[src/common/ex_trace_consts.svh]
`ifndef EX_TRACE_CONSTS_SVH
`define EX_TRACE_CONSTS_SVH

// Widths of the trace record fields
`define EXT_ADDR_WIDTH 32
`define EXT_TIME_WIDTH 32
`define EXT_TAG_WIDTH 8

// Number of records queued between decode tracking and the execute tracker
`define EXT_FIFO_DEPTH 4

// Tracked signals, index 0 is ex_ready and index 1 is the data memory request
`define EXT_NUM_TRACKED 2
`define EXT_SIG_EX 0
`define EXT_SIG_MEM 1

`endif

[src/common/ex_trace_pkg.sv]
`include "ex_trace_consts.svh"

package ex_trace_pkg;

    // One trace record as it travels from decode tracking to the output
    typedef struct packed {
        logic [`EXT_TAG_WIDTH-1:0]  tag;
        logic                       pass_through;
        logic [`EXT_TIME_WIDTH-1:0] id_time_end;
        logic [`EXT_TIME_WIDTH-1:0] ex_time_start;
        logic [`EXT_TIME_WIDTH-1:0] ex_time_end;
        logic [`EXT_TIME_WIDTH-1:0] mem_time_start;
        logic [`EXT_TIME_WIDTH-1:0] mem_time_end;
        logic [`EXT_ADDR_WIDTH-1:0] mem_addr;
    } trace_rec_t;

    // Result of one signal interval tracker
    // started is set on the first high cycle, done on the first low cycle after the run
    typedef struct packed {
        logic                       started;
        logic                       done;
        logic [`EXT_TIME_WIDTH-1:0] t_start;
        logic [`EXT_TIME_WIDTH-1:0] t_end;
    } interval_t;

endpackage

[src/design/ex_trace_tracker.sv]
`timescale 1ns/1ps
`include "ex_trace_consts.svh"

module ex_trace_tracker
(
    input  logic                       clk,
    input  logic                       rst_n_i,
    input  logic                       id_valid_i,
    input  ex_trace_pkg::trace_rec_t   id_rec_i,
    input  logic                       ex_ready_i,
    input  logic                       data_mem_req_i,
    input  logic                       data_mem_grant_i,
    input  logic [`EXT_ADDR_WIDTH-1:0] data_mem_addr_i,
    output logic                       ex_valid_o,
    output ex_trace_pkg::trace_rec_t   ex_rec_o
);

    logic                             fifo_not_empty;
    logic                             fifo_full;
    ex_trace_pkg::trace_rec_t         fifo_head;
    logic                             pop;
    logic                             arm;
    logic                             start;
    logic                             done;
    ex_trace_pkg::trace_rec_t         start_rec;
    logic [`EXT_TIME_WIDTH-1:0]       timestamp;
    logic [`EXT_NUM_TRACKED-1:0]      tracked_sig;
    ex_trace_pkg::interval_t [`EXT_NUM_TRACKED-1:0] results;

    assign tracked_sig[`EXT_SIG_EX]  = ex_ready_i;
    assign tracked_sig[`EXT_SIG_MEM] = data_mem_req_i;

    trace_fifo i_trace_fifo (
        .clk         (clk),
        .rst_n_i     (rst_n_i),
        .wr_i        (id_valid_i),
        .wr_rec_i    (id_rec_i),
        .pop_i       (pop),
        .not_empty_o (fifo_not_empty),
        .full_o      (fifo_full),
        .head_rec_o  (fifo_head)
    );

    ex_stage_sequencer i_ex_stage_sequencer (
        .clk              (clk),
        .rst_n_i          (rst_n_i),
        .fifo_not_empty_i (fifo_not_empty),
        .fifo_head_i      (fifo_head),
        .done_i           (done),
        .pop_o            (pop),
        .arm_o            (arm),
        .start_o          (start),
        .start_rec_o      (start_rec),
        .timestamp_o      (timestamp)
    );

    // One tracker per monitored signal, all armed together
    for (genvar i = 0; i < `EXT_NUM_TRACKED; i++)
    begin : g_tracker
        signal_interval_tracker i_signal_interval_tracker (
            .clk         (clk),
            .rst_n_i     (rst_n_i),
            .arm_i       (arm),
            .sig_i       (tracked_sig[i]),
            .timestamp_i (timestamp),
            .result_o    (results[i])
        );
    end

    trace_record_assembler i_trace_record_assembler (
        .clk         (clk),
        .rst_n_i     (rst_n_i),
        .start_i     (start),
        .start_rec_i (start_rec),
        .results_i   (results),
        .mem_req_i   (data_mem_req_i),
        .mem_grant_i (data_mem_grant_i),
        .mem_addr_i  (data_mem_addr_i),
        .done_o      (done),
        .ex_valid_o  (ex_valid_o),
        .ex_rec_o    (ex_rec_o)
    );

endmodule

[src/design/trace_fifo.sv]
`timescale 1ns/1ps
`include "ex_trace_consts.svh"

module trace_fifo
(
    input  logic                    clk,
    input  logic                    rst_n_i,
    input  logic                    wr_i,
    input  ex_trace_pkg::trace_rec_t wr_rec_i,
    input  logic                    pop_i,
    output logic                    not_empty_o,
    output logic                    full_o,
    output ex_trace_pkg::trace_rec_t head_rec_o
);

    localparam int PTR_W = $clog2(`EXT_FIFO_DEPTH);
    localparam int CNT_W = $clog2(`EXT_FIFO_DEPTH + 1);

    ex_trace_pkg::trace_rec_t mem [`EXT_FIFO_DEPTH];

    logic [PTR_W-1:0] rd_ptr_q;
    logic [PTR_W-1:0] wr_ptr_q;
    logic [CNT_W-1:0] count_q;
    logic             do_wr;
    logic             do_pop;

    assign do_wr  = wr_i && !full_o;
    assign do_pop = pop_i && not_empty_o;

    assign not_empty_o = (count_q != '0);
    assign full_o      = (count_q == CNT_W'(`EXT_FIFO_DEPTH));

    // The head entry is read straight from the array, no read latency
    assign head_rec_o = mem[rd_ptr_q];

    always_ff @(posedge clk)
    begin
        if (do_wr)
        begin
            mem[wr_ptr_q] <= wr_rec_i;
        end
    end

    always_ff @(posedge clk)
    begin
        if (!rst_n_i)
        begin
            rd_ptr_q <= '0;
            wr_ptr_q <= '0;
            count_q  <= '0;
        end
        else
        begin
            if (do_wr)
            begin
                wr_ptr_q <= wr_ptr_q + 1'b1;
            end
            if (do_pop)
            begin
                rd_ptr_q <= rd_ptr_q + 1'b1;
            end
            // Simultaneous write and pop leave the count unchanged
            if (do_wr && !do_pop)
            begin
                count_q <= count_q + 1'b1;
            end
            else if (do_pop && !do_wr)
            begin
                count_q <= count_q - 1'b1;
            end
        end
    end

endmodule

[src/ex_tracking/ex_stage_sequencer.sv]
`timescale 1ns/1ps
`include "ex_trace_consts.svh"

module ex_stage_sequencer
(
    input  logic                       clk,
    input  logic                       rst_n_i,
    input  logic                       fifo_not_empty_i,
    input  ex_trace_pkg::trace_rec_t   fifo_head_i,
    input  logic                       done_i,
    output logic                       pop_o,
    output logic                       arm_o,
    output logic                       start_o,
    output ex_trace_pkg::trace_rec_t   start_rec_o,
    output logic [`EXT_TIME_WIDTH-1:0] timestamp_o
);

    typedef enum logic {
        ST_IDLE = 1'b0,
        ST_BUSY = 1'b1
    } seq_state_t;

    seq_state_t                 state_q;
    logic                       take;
    logic [`EXT_TIME_WIDTH-1:0] timestamp_q;

    // A record is taken in the same cycle the FIFO shows one while idle
    assign take = (state_q == ST_IDLE) && fifo_not_empty_i;

    assign pop_o       = take;
    assign arm_o       = take;
    assign start_o     = take;
    assign start_rec_o = fifo_head_i;
    assign timestamp_o = timestamp_q;

    // Local time base, reads 0 in the first cycle after reset is released
    always_ff @(posedge clk)
    begin
        if (!rst_n_i)
        begin
            timestamp_q <= '0;
        end
        else
        begin
            timestamp_q <= timestamp_q + 1'b1;
        end
    end

    always_ff @(posedge clk)
    begin
        if (!rst_n_i)
        begin
            state_q <= ST_IDLE;
        end
        else
        begin
            case (state_q)
                ST_IDLE:
                begin
                    if (take)
                    begin
                        state_q <= ST_BUSY;
                    end
                end
                ST_BUSY:
                begin
                    // Only one record in flight, wait for the assembler to emit it
                    if (done_i)
                    begin
                        state_q <= ST_IDLE;
                    end
                end
                default: state_q <= ST_IDLE;
            endcase
        end
    end

endmodule

[src/ex_tracking/signal_interval_tracker.sv]
`timescale 1ns/1ps
`include "ex_trace_consts.svh"

module signal_interval_tracker
(
    input  logic                       clk,
    input  logic                       rst_n_i,
    input  logic                       arm_i,
    input  logic                       sig_i,
    input  logic [`EXT_TIME_WIDTH-1:0] timestamp_i,
    output ex_trace_pkg::interval_t    result_o
);

    logic                       armed_q;
    logic                       started_q;
    logic                       done_q;
    logic [`EXT_TIME_WIDTH-1:0] t_start_q;
    logic [`EXT_TIME_WIDTH-1:0] t_end_q;
    logic                       tracking;

    // Live only between arm and the end of the first high run
    assign tracking = armed_q && !done_q;

    always_ff @(posedge clk)
    begin
        if (!rst_n_i)
        begin
            armed_q   <= 1'b0;
            started_q <= 1'b0;
            done_q    <= 1'b0;
        end
        else if (arm_i)
        begin
            armed_q   <= 1'b1;
            started_q <= 1'b0;
            done_q    <= 1'b0;
        end
        else if (tracking)
        begin
            if (sig_i)
            begin
                started_q <= 1'b1;
            end
            else if (started_q)
            begin
                // First low cycle after the run closes the interval
                done_q <= 1'b1;
            end
        end
    end

    always_ff @(posedge clk)
    begin
        if (arm_i)
        begin
            t_start_q <= '0;
            t_end_q   <= '0;
        end
        else if (tracking && sig_i)
        begin
            if (!started_q)
            begin
                t_start_q <= timestamp_i;
            end
            t_end_q <= timestamp_i;
        end
    end

    assign result_o = '{started: started_q, done: done_q, t_start: t_start_q, t_end: t_end_q};

endmodule

[src/ex_tracking/trace_record_assembler.sv]
`timescale 1ns/1ps
`include "ex_trace_consts.svh"

module trace_record_assembler
(
    input  logic                                      clk,
    input  logic                                      rst_n_i,
    input  logic                                      start_i,
    input  ex_trace_pkg::trace_rec_t                  start_rec_i,
    input  ex_trace_pkg::interval_t [`EXT_NUM_TRACKED-1:0] results_i,
    input  logic                                      mem_req_i,
    input  logic                                      mem_grant_i,
    input  logic [`EXT_ADDR_WIDTH-1:0]                mem_addr_i,
    output logic                                      done_o,
    output logic                                      ex_valid_o,
    output ex_trace_pkg::trace_rec_t                  ex_rec_o
);

    ex_trace_pkg::trace_rec_t   rec_q;
    ex_trace_pkg::interval_t    ex_res;
    ex_trace_pkg::interval_t    mem_res;
    logic                       busy_q;
    logic                       addr_valid_q;
    logic [`EXT_ADDR_WIDTH-1:0] addr_q;
    logic                       complete;
    logic                       valid_q;

    assign ex_res  = results_i[`EXT_SIG_EX];
    assign mem_res = results_i[`EXT_SIG_MEM];

    // Execute interval closed and the memory access either absent or closed
    assign complete = busy_q && ex_res.done && (!mem_res.started || mem_res.done);

    always_ff @(posedge clk)
    begin
        if (!rst_n_i)
        begin
            busy_q       <= 1'b0;
            valid_q      <= 1'b0;
            addr_valid_q <= 1'b0;
        end
        else
        begin
            valid_q <= 1'b0;
            if (start_i)
            begin
                addr_valid_q <= 1'b0;
                // Pass-through records leave on the next cycle untouched
                busy_q  <= !start_rec_i.pass_through;
                valid_q <= start_rec_i.pass_through;
            end
            else if (complete)
            begin
                busy_q  <= 1'b0;
                valid_q <= 1'b1;
            end
            else if (busy_q && !addr_valid_q && mem_req_i && mem_grant_i)
            begin
                addr_valid_q <= 1'b1;
            end
        end
    end

    // Payload registers, qualified by the control flags above
    always_ff @(posedge clk)
    begin
        if (start_i)
        begin
            rec_q    <= start_rec_i;
            ex_rec_o <= start_rec_i;
        end
        else if (complete)
        begin
            ex_rec_o               <= rec_q;
            ex_rec_o.ex_time_start <= ex_res.t_start;
            ex_rec_o.ex_time_end   <= ex_res.t_end;
            ex_rec_o.mem_time_start <= mem_res.started ? mem_res.t_start : '0;
            ex_rec_o.mem_time_end   <= mem_res.started ? mem_res.t_end : '0;
            ex_rec_o.mem_addr       <= addr_valid_q ? addr_q : '0;
        end
        if (busy_q && !addr_valid_q && mem_req_i && mem_grant_i)
        begin
            addr_q <= mem_addr_i;
        end
    end

    assign ex_valid_o = valid_q;
    assign done_o     = valid_q;

endmodule

[config.mk]
export PLATFORM = sky130hd
export DESIGN_NAME = ex_trace_tracker
export DESIGN_NICKNAME = d
export VERILOG_FILES = /design/src/common/ex_trace_pkg.sv /design/src/design/ex_trace_tracker.sv /design/src/design/trace_fifo.sv /design/src/ex_tracking/ex_stage_sequencer.sv /design/src/ex_tracking/signal_interval_tracker.sv /design/src/ex_tracking/trace_record_assembler.sv
export VERILOG_INCLUDE_DIRS = /design/src /design/src/common
export SDC_FILE = /design/constraint.sdc
export NUM_CORES = 1
export LEC_CHECK = 0
export ABC_AREA = 0
export BUFFER_PORTS_ARGS = -buffer_cell sky130_fd_sc_hd__buf_2
export CORE_ASPECT_RATIO = 1.1
export CORE_MARGIN = 5
export CORE_UTILIZATION = 55
export DETAILED_ROUTE_END_ITERATION = 12
export GPL_ROUTABILITY_DRIVEN = 1
export PLACE_DENSITY = 0.82
export SYNTH_ARGS = -nofsm -noshare
export SYNTH_HDL_FRONTEND = slang
export SYNTH_SLANG_ARGS = --single-unit
[constraint.sdc]
create_clock -name clk -period 48.6 [get_ports clk]
set_input_delay 7.29 -clock clk [delete_from_list [all_inputs] [get_ports clk]]
set_output_delay 7.29 -clock clk [all_outputs]
set_load 0.01 [all_outputs]
### Word-level counts from Yosys, hierarchy flattened

Memories as Yosys holds them, arrays and structs flattened. A register that Yosys moved wholly into a read port is not among the register bits.
Index checks and enable logic that the tools add are counted.

* register bits: 450
* RAM bits: 804
* input bits: 239
* logic and storage cells: 95
* memories: 1

Memories
* i_trace_fifo.mem: depth 4, width 201, read ports 1, clocked after Yosys merged registers in 1, wr ports 1, RTL line trace_fifo.sv:19 `` ex_trace_pkg::trace_rec_t mem [`EXT_FIFO_DEPTH]; ``

* $add $sub $neg: 5
* equality and inequality tests: 1
* multiplexer cells: 18
* bitwise gates (word level): 7
* reduce and logical (&&, ||, !) cells: 34

Operators with widths (count)
* two-way mux 201 bit: 2
* two-way mux 32 bit: 3
* adder 32 x 1 -> 32 bit (second input constant): 1
* logical AND 1 bit: 14
* AND reduction 2 bit: 5
* zero test 1 bit: 8
* two-way mux 1 bit: 8
* NOT 1 bit: 7
* two-way mux 3 bit: 2
* AND reduction 3 bit: 2
* adder 2 x 1 -> 2 bit (second input constant): 2
* two-way mux 2 bit: 2
* nonzero test 2 bit: 2
* adder 3 x 1 -> 3 bit (second input constant): 1
* equality test 3 bit (second input constant): 1
* nonzero test 3 bit: 1
* subtractor 3 x 1 -> 3 bit (second input constant): 1
* one-hot mux 1 bit (2 select lines): 1
* OR reduction 2 bit: 1
* logical OR 1 bit: 1

### Logic depth before layout (Yosys ltp)

Gate-level depths: netlist of the first run.

* depth in word-level cells: 7
* mapped depth: 11
* mapped depth without buffers: 8

### Modules after synthesis

From an unflattened synthesis of the first run, not the netlist that was laid out.

* cells, all modules: 2527
* area, all modules: 49117.1 um2

Modules (own cells, without submodules)
* trace_fifo: times used 1, cells an instance 1098, area each 29688.5 um2
* trace_record_assembler: times used 1, cells an instance 532, area each 10747.8 um2
* signal_interval_tracker: times used 2, cells an instance 257, area each 2806.4 um2
* ex_stage_sequencer: times used 1, cells an instance 383, area each 3067.9 um2

### Least setup slack after synthesis of the first run

Ideal clock, no wire load.

* kind: reg2reg
* from: reg g_tracker[1].i_signal_interval_tracker.started_q
* to: reg i_trace_record_assembler.ex_rec_o[0] (netlist name)
* library setup time: 1042 ps
* arrival time: 14550 ps
* path slack: 33008 ps
* cell stages (with the launch flop): 4
* path buffers: 0
* clock period less this slack: 15592 ps
* cell sequence: dfxtp_1 > inv_1 > o21ai_0 > o21ai_0

* longest elaborated chain between the ends: 4

RTL lines
* from (decl): RTL line signal_interval_tracker.sv:15 `logic started_q;`
* from (signal assigned): RTL line signal_interval_tracker.sv:29 `started_q <= 1'b0;`
* from (signal assigned): RTL line signal_interval_tracker.sv:35 `started_q <= 1'b0;`
* from (signal assigned): RTL line signal_interval_tracker.sv:42 `started_q <= 1'b1;`
* zero test 1 bit: RTL line trace_record_assembler.sv:32 `assign complete = busy_q && ex_res.done && (!mem_res.started || mem_res.done);`
* logical OR 1 bit: RTL line trace_record_assembler.sv:32
* logical AND 1 bit: RTL line trace_record_assembler.sv:32
* nonzero test 2 bit (no source line)

No other way between the ends.
A chain may end at the register's enable or synchronous reset.

### Worst setup path after layout of the first run

* from: in id_valid_i
* to: mem i_trace_fifo.mem[1][185] in the netlist's numbering, enable pin

* longest elaborated chain between the ends: 3

RTL lines
* from (decl): RTL line ex_trace_tracker.sv:8 `input logic id_valid_i,`
* logical AND 1 bit: RTL line trace_fifo.sv:27 `assign do_wr = wr_i && !full_o;`
* net i_trace_fifo.do_wr: RTL line trace_fifo.sv:24 `logic do_wr;`
* two-way mux 1 bit: RTL line trace_fifo.sv:38 `if (do_wr)`
* two-way mux 1 bit (not written as such): RTL line trace_fifo.sv:40 `mem[wr_ptr_q] <= wr_rec_i;`
* to (decl): RTL line trace_fifo.sv:19

The timed path passes the listed nets, and every way through them passes these cells.

==> results of run 1 <==
==> registers in the layout (all words and copies together), names as in the netlist, named ones only <==
name	count
i_trace_fifo.mem	804
i_trace_record_assembler.ex_rec_o	201
g_tracker.i_signal_interval_tracker.t_end_q	64
g_tracker.i_signal_interval_tracker.t_start_q	64
i_trace_record_assembler.rec_q	41
i_ex_stage_sequencer.timestamp_o	32
i_trace_record_assembler.addr_q	32
i_trace_fifo.count_q	3
g_tracker.i_signal_interval_tracker.done_q	2
g_tracker.i_signal_interval_tracker.started_q	2
i_trace_fifo.rd_ptr_q	2
i_trace_fifo.wr_ptr_q	2
g_tracker.i_signal_interval_tracker.armed_q	1
i_ex_stage_sequencer.state_q	1
i_trace_record_assembler.addr_valid_q	1
i_trace_record_assembler.busy_q	1
i_trace_record_assembler.done_o	1
==> through the flow <==
| step | power (uW) | std cells |
|---|---|---|
| after detailed placement | 2230 | 4248 |
| after global routing | 3220 | 4472 |
| after global placement | 2210 | 4248 |
| final | 3080 | 4489 |
| after floorplan | 2020 | 2813 |
| after CTS | 3110 | 4465 |
==> final timing paths <==
check,from,endpoint,slack [ns],depth (start not counted)
max,id_valid_i,i_trace_fifo.mem[1][185],38.45,5
min,flop,flop,0.45,2
max reg2reg,i_trace_fifo.count_q[0],i_trace_record_assembler.ex_rec_o[140],44.47,7
min reg2reg,flop,flop,0.45,2
==> metal layers <==
metal | GRT usage [%] | part of all wire, % | vias to the layer above
li1 | - | - | 11389
met1 | 31.5 | 37 | 12929
met2 | 39.2 | 50 | 1139
met3 | 6.45 | 9.4 | 182
met4 | 7.85 | 3.1 | 18
met5 | 0 | 0.11 | -
==> cell families (layout without fill, tap and decap cells) <==
kind of cell,Yosys count,after routing,synth area share [%]
muxes,203,203,9.78
other,0,24,0
AOI/OAI and AO/OA,175,175,2.00
xor gates and xnor gates,17,17,0.320
and+or+nand+nor,974,974,8.64
adders and majority gates,7,7,0.205
buffers and inverters,181,703,1.77
DFF,1256,1256,77.3
==> critical path, cell delays in order <==
cell	delay [ns]
buf_2	0.15
a21boi_1	0.62
and2_4	0.61
buf_4	0.77
buf_4	0.85
==> cells in the final DEF, fill, tap and decap left out, types with 7 or more instances in the layout <==
cell       count
buf_4         33
nand4_1        7
nor2_1        29
or4_1         10
inv_6          7
clkbuf_1      29
nand2_1      776
o21ai_0        7
nand3_1      105
a21oi_1      147
xor2_1        11
dfxtp_1      175
o31ai_1       10
clkinv_2      25
diode_2       24
mux4_2       201
buf_2        440
inv_1         11
clkinv_1      17
bufinv_16      9
clkbuf_16    116
edfxtp_1    1078
==> power by group through the flow <==
stage	sequential [uW]	clock, uW	combinational, uW
2_1_floorplan	1610	0	414
3_3_place_gp	1510	0	703
3_5_place_dp	1510	0	713
4_1_cts	1500	893	720
5_1_grt	1510	944	771
6_report	1490	881	708
==> final cells by class <==
| cell class | instances | area (um2) |
|---|---|---|
| flip-flops and latches | 1256 | 35900 |
| fillers | 5767 | 30200 |
| multi-input cells | 1376 | 9780 |
| clock buffers | 148 | 3050 |
| repair buffers | 474 | 2470 |
| well taps | 1130 | 1410 |
| clock inverters | 69 | 644 |
| diodes | 24 | 60.1 |
| inverters | 12 | 52.6 |
==> flow_metrics.tcl, run 1 <==
set metrics [dict create \
    p_int_uw 2160 \
    place_area_mm2 0.0497 \
    crit_path_end_kind "flop" \
    io_buffers 440 \
    power_switching_uw 928 \
    timing.final.crit_period_ns 10.15 \
    die_area_mm2 0.0905 \
    power_frac_clock_pct 28.6 \
    vias 25657 \
    period_share_pct 20.9 \
    die_y_um 315 \
    setup_viol 0 \
    synth.area.top_cells "edfxtp_1 (70%), mux4_2 (9.7%), dfxtp_1 (7.7%)" \
    slew_headroom_pct 12.0 \
    status "finished clean" \
    tightestPinTransition_ns 1.32 \
    io_pins 441 \
    clock-sinks 1256 \
    yosys.cell_count.top_type "edfxtp_1" \
    synth_ff_type "edfxtp_1" \
    root_buffer "clkbuf_16" \
    rsz0062_at_grt "false" \
    finalHoldViolCount 0 \
    die_width_um 287 \
    synth_area_leader_cell "edfxtp_1" \
    yosys_warnings 0 \
    syn-num-nets 3059 \
    drive_above_1_share_pct 25.9 \
    yosys-top-cells-count "edfxtp_1 (1078), nand2_1 (776), mux4_2 (201)" \
    cts_tree "done" \
    synthArstFlopShare_pct 0 \
    yosysSeqAreaShare_pct 77.3 \
    cts_setup_buffers 0 \
    drtIter0Drc 2842 \
    grt_remaining_overflow 0 \
    drtAntennaViolNets 0 \
    hold_class "flop to flop" \
    crit_arrival_ns 10.45 \
    critical_path_required_ns 48.90 \
    tns_ns 0 \
    syn_area_mm2 0.0465 \
    ir_drop_v 0.0000461 \
    hold_buffers 0 \
    pre_cts_ws_ns 37.77 \
    setup_slack_ns 38.45 \
    grt_max_degree 134 \
    grt_pass1_vias 25471 \
    drv_slew 0 \
    synth_edf_count 1078 \
    synthCells 2813 \
    drt-pass1-iter-count 5 \
    cp-start-kind "input port" \
    power_density_mw_per_mm2 57.7 \
    wire_per_inst_um 24.3 \
    clock_latency_ns 0.69 \
    grt_use_total_pct 23.9 \
    yosysTopAreaCellShare_pct 69.6 \
    fmax_mhz 98.5 \
    cts_resized 0 \
    synth-seq-cells 1256 \
    worstPathMaxFanout 61 \
    h-tree-depth 3 \
    combPwrFrac_pct 23.0 \
    routed_wl_mm 109 \
    cap_violations 0 \
    netlist-cell-type-count 47 \
    row_count 111 \
    cts_buffers 115 \
    clock_path_buffers 3 \
    nets 3481 \
    gp_congestion 0.819 \
    avgSynthCellArea_um2 16.5 \
    critPathKind "input port to flop" \
    cts.reportedPaths.clkPinSlew_ns 0.06 \
    place_hpwl_mm 67.0 \
    final_cell_area_mm2 0.0534 \
    core_mm2 0.0836 \
    antenna_found_initial 30 \
    grt_pass1_wl_mm 162 \
    fin_skew_ns 0.0333 \
    whs_ns 0.454 \
    area_growth_pct 14.9 \
    post-route-drc-count 0 \
    p_leak_uw 0.0187 \
    post-route-util_pct 63.9 \
    seq_power_share_pct 48.5 \
    p_sw_share_pct 30.1 \
    viasPerCell 5.72 \
    initial_core_util_pct 55.6 \
]
Note: power is estimated with default switching activity, not from simulation.
==> run 2, diff against run 1 <==
==> constraint.sdc (replaced) <==
create_clock -name clk -period 10.3 [get_ports clk]
set_input_delay 1.545 -clock clk [delete_from_list [all_inputs] [get_ports clk]]
set_output_delay 1.545 -clock clk [all_outputs]
set_load 0.01 [all_outputs]
==> run 2 against run 1 <==
  * Wire length decreased by 1.4%
  * Hold slack got worse by 0.0011 ns
  * Register-to-register slack got worse by 38 ns
  * Clock power increased to 4.8 times the previous value
  * Die area unchanged
  * Sequential power increased to 4.8 times the previous value
  * Combinational power increased to 4.6 times the previous value
  * Cell area increased by 0.15%
==> flow_metrics.tcl, run 2 (same netlist as run 1, synthesis figures left out) <==
set metrics [dict create \
    status "finished clean" \
    tightestPinTransition_ns 1.29 \
    vias 25609 \
    drtAntennaViolNets 0 \
    die_y_um 315 \
    nets 3481 \
    fin_skew_ns 0.0254 \
    final_cell_mix "edfxtp_1 (1078), nand2_1 (776), buf_2 (440), mux4_2 (201), dfxtp_1 (175)" \
    grt_pass1_wl_mm 161 \
    hold_buffers 0 \
    rsz0062_at_grt "false" \
    crit_top_cell "buf_4" \
    crit_arrival_ns 4.47 \
    ir_drop_v 0.000367 \
    cts_resized 0 \
    tns_ns 0 \
    cp_slowest_cell "buf_4" \
    largest-register "i_trace_fifo.mem" \
    row_count 111 \
    clock-sinks 1256 \
    area_growth_pct 15.1 \
    root_buffer "clkbuf_16" \
    hold_class "flop to flop" \
    crit_family "buffers and inverters" \
    core_mm2 0.0836 \
    drtIter0Drc 2666 \
    cap_violations 0 \
    die_width_um 287 \
    grt_pass1_vias 25729 \
    clock_path_buffers 3 \
    crit_buf_inv 3 \
    largest_reg_flops 804 \
    cts_setup_buffers 0 \
    h-tree-depth 3 \
    critical_path_required_ns 10.60 \
    power_density_mw_per_mm2 273 \
    slew_headroom_pct 13.7 \
    place_hpwl_mm 65.4 \
    cp-start-kind "input port" \
    fmax_mhz 240 \
    viasPerCell 5.71 \
    nFillCells 5815 \
    reg.largest.list "i_trace_fifo.mem (804), i_trace_record_assembler.ex_rec_o (201)" \
    timing.final.crit_period_ns 4.17 \
    critPathKind "input port to flop" \
    period_share_pct 40.5 \
    gp_congestion 0.785 \
    post-route-drc-count 0 \
    final_common_cell "edfxtp_1" \
    regArea_mm2 0.0359 \
    whs_ns 0.453 \
    die_area_mm2 0.0905 \
    wire_per_inst_um 24.0 \
    setup_viol 0 \
    clock_latency_ns 0.70 \
    routed_wl_mm 107 \
    cts_buffers 117 \
    drv_slew 0 \
    p_leak_uw 0.0187 \
    path_cells "buf_2 > a21boi_1 > and2_4 > buf_4 > buf_4" \
    worstPathMaxFanout 57 \
    grt_remaining_overflow 0 \
    grt_max_degree 204 \
    finalHoldViolCount 0 \
    drive_above_1_share_pct 25.9 \
    grt_use_total_pct 23.8 \
    io_pins 441 \
    drt-pass1-iter-count 8 \
    antenna_found_initial 26 \
    initial_core_util_pct 55.6 \
    crit_path_end_kind "flop" \
    io_buffers 440 \
    cts_tree "done" \
    multi_input_area_mm2 0.00977 \
    worst_path_largest_cell_delay_ns 0.78 \
    cts.reportedPaths.clkPinSlew_ns 0.06 \
]
## run 2: layout make-up
class                   instances  area share, %
repair buffers                472           4.64
well taps                    1130           2.64
clock buffers                 163           5.99
clock inverters                57           1.08
flip-flops and latches       1256           67.2
diodes                         20         0.0936
multi-input cells            1376           18.3
inverters                      12         0.0982
## run 2: worst min-delay path, delay by kind of cell (launching register included)
family,cells,cell delay (ns)
AOI/OAI and AO/OA,1,0.05
DFF,1,0.31
and+or+nand+nor,1,0.05
## run 2: metrics by stage
stage                     total power (uW)  cells  util, %  area [um2]  setup WS (ns)
after floorplan                       9430   2813        -       46500          0.144
after global routing                 15300   4473     63.9       53500           5.99
final                                14600   4486     64.0       53500           6.13
after detailed placement             10500   4246     59.4       49700           5.42
after CTS                            14800   4466     63.9       53400           6.16
after global placement               10500   4246     59.4       49700           5.47
## run 2: worst paths after layout
path	startpoint	slack, ns	end	cells after the start
max	id_valid_i	6.13	i_trace_fifo.mem[0][66]	5
min	flop	0.45	flop	2
max reg2reg	i_trace_fifo.count_q[0]	6.67	i_trace_fifo.mem[0][66]	5
min reg2reg	flop	0.45	flop	2
## run 2: metal layers
metal	part of all wire, %	global-route usage, %
met4	3.2	8.93
met2	49	38.5
met3	9.1	5.69
met5	0.075	0
met1	38	31.9
## run 2: where the power goes
part,switching (uW),internal [uW]
registers,376,6740
clock network,1820,2400
logic,2160,1110
total,4350,10300
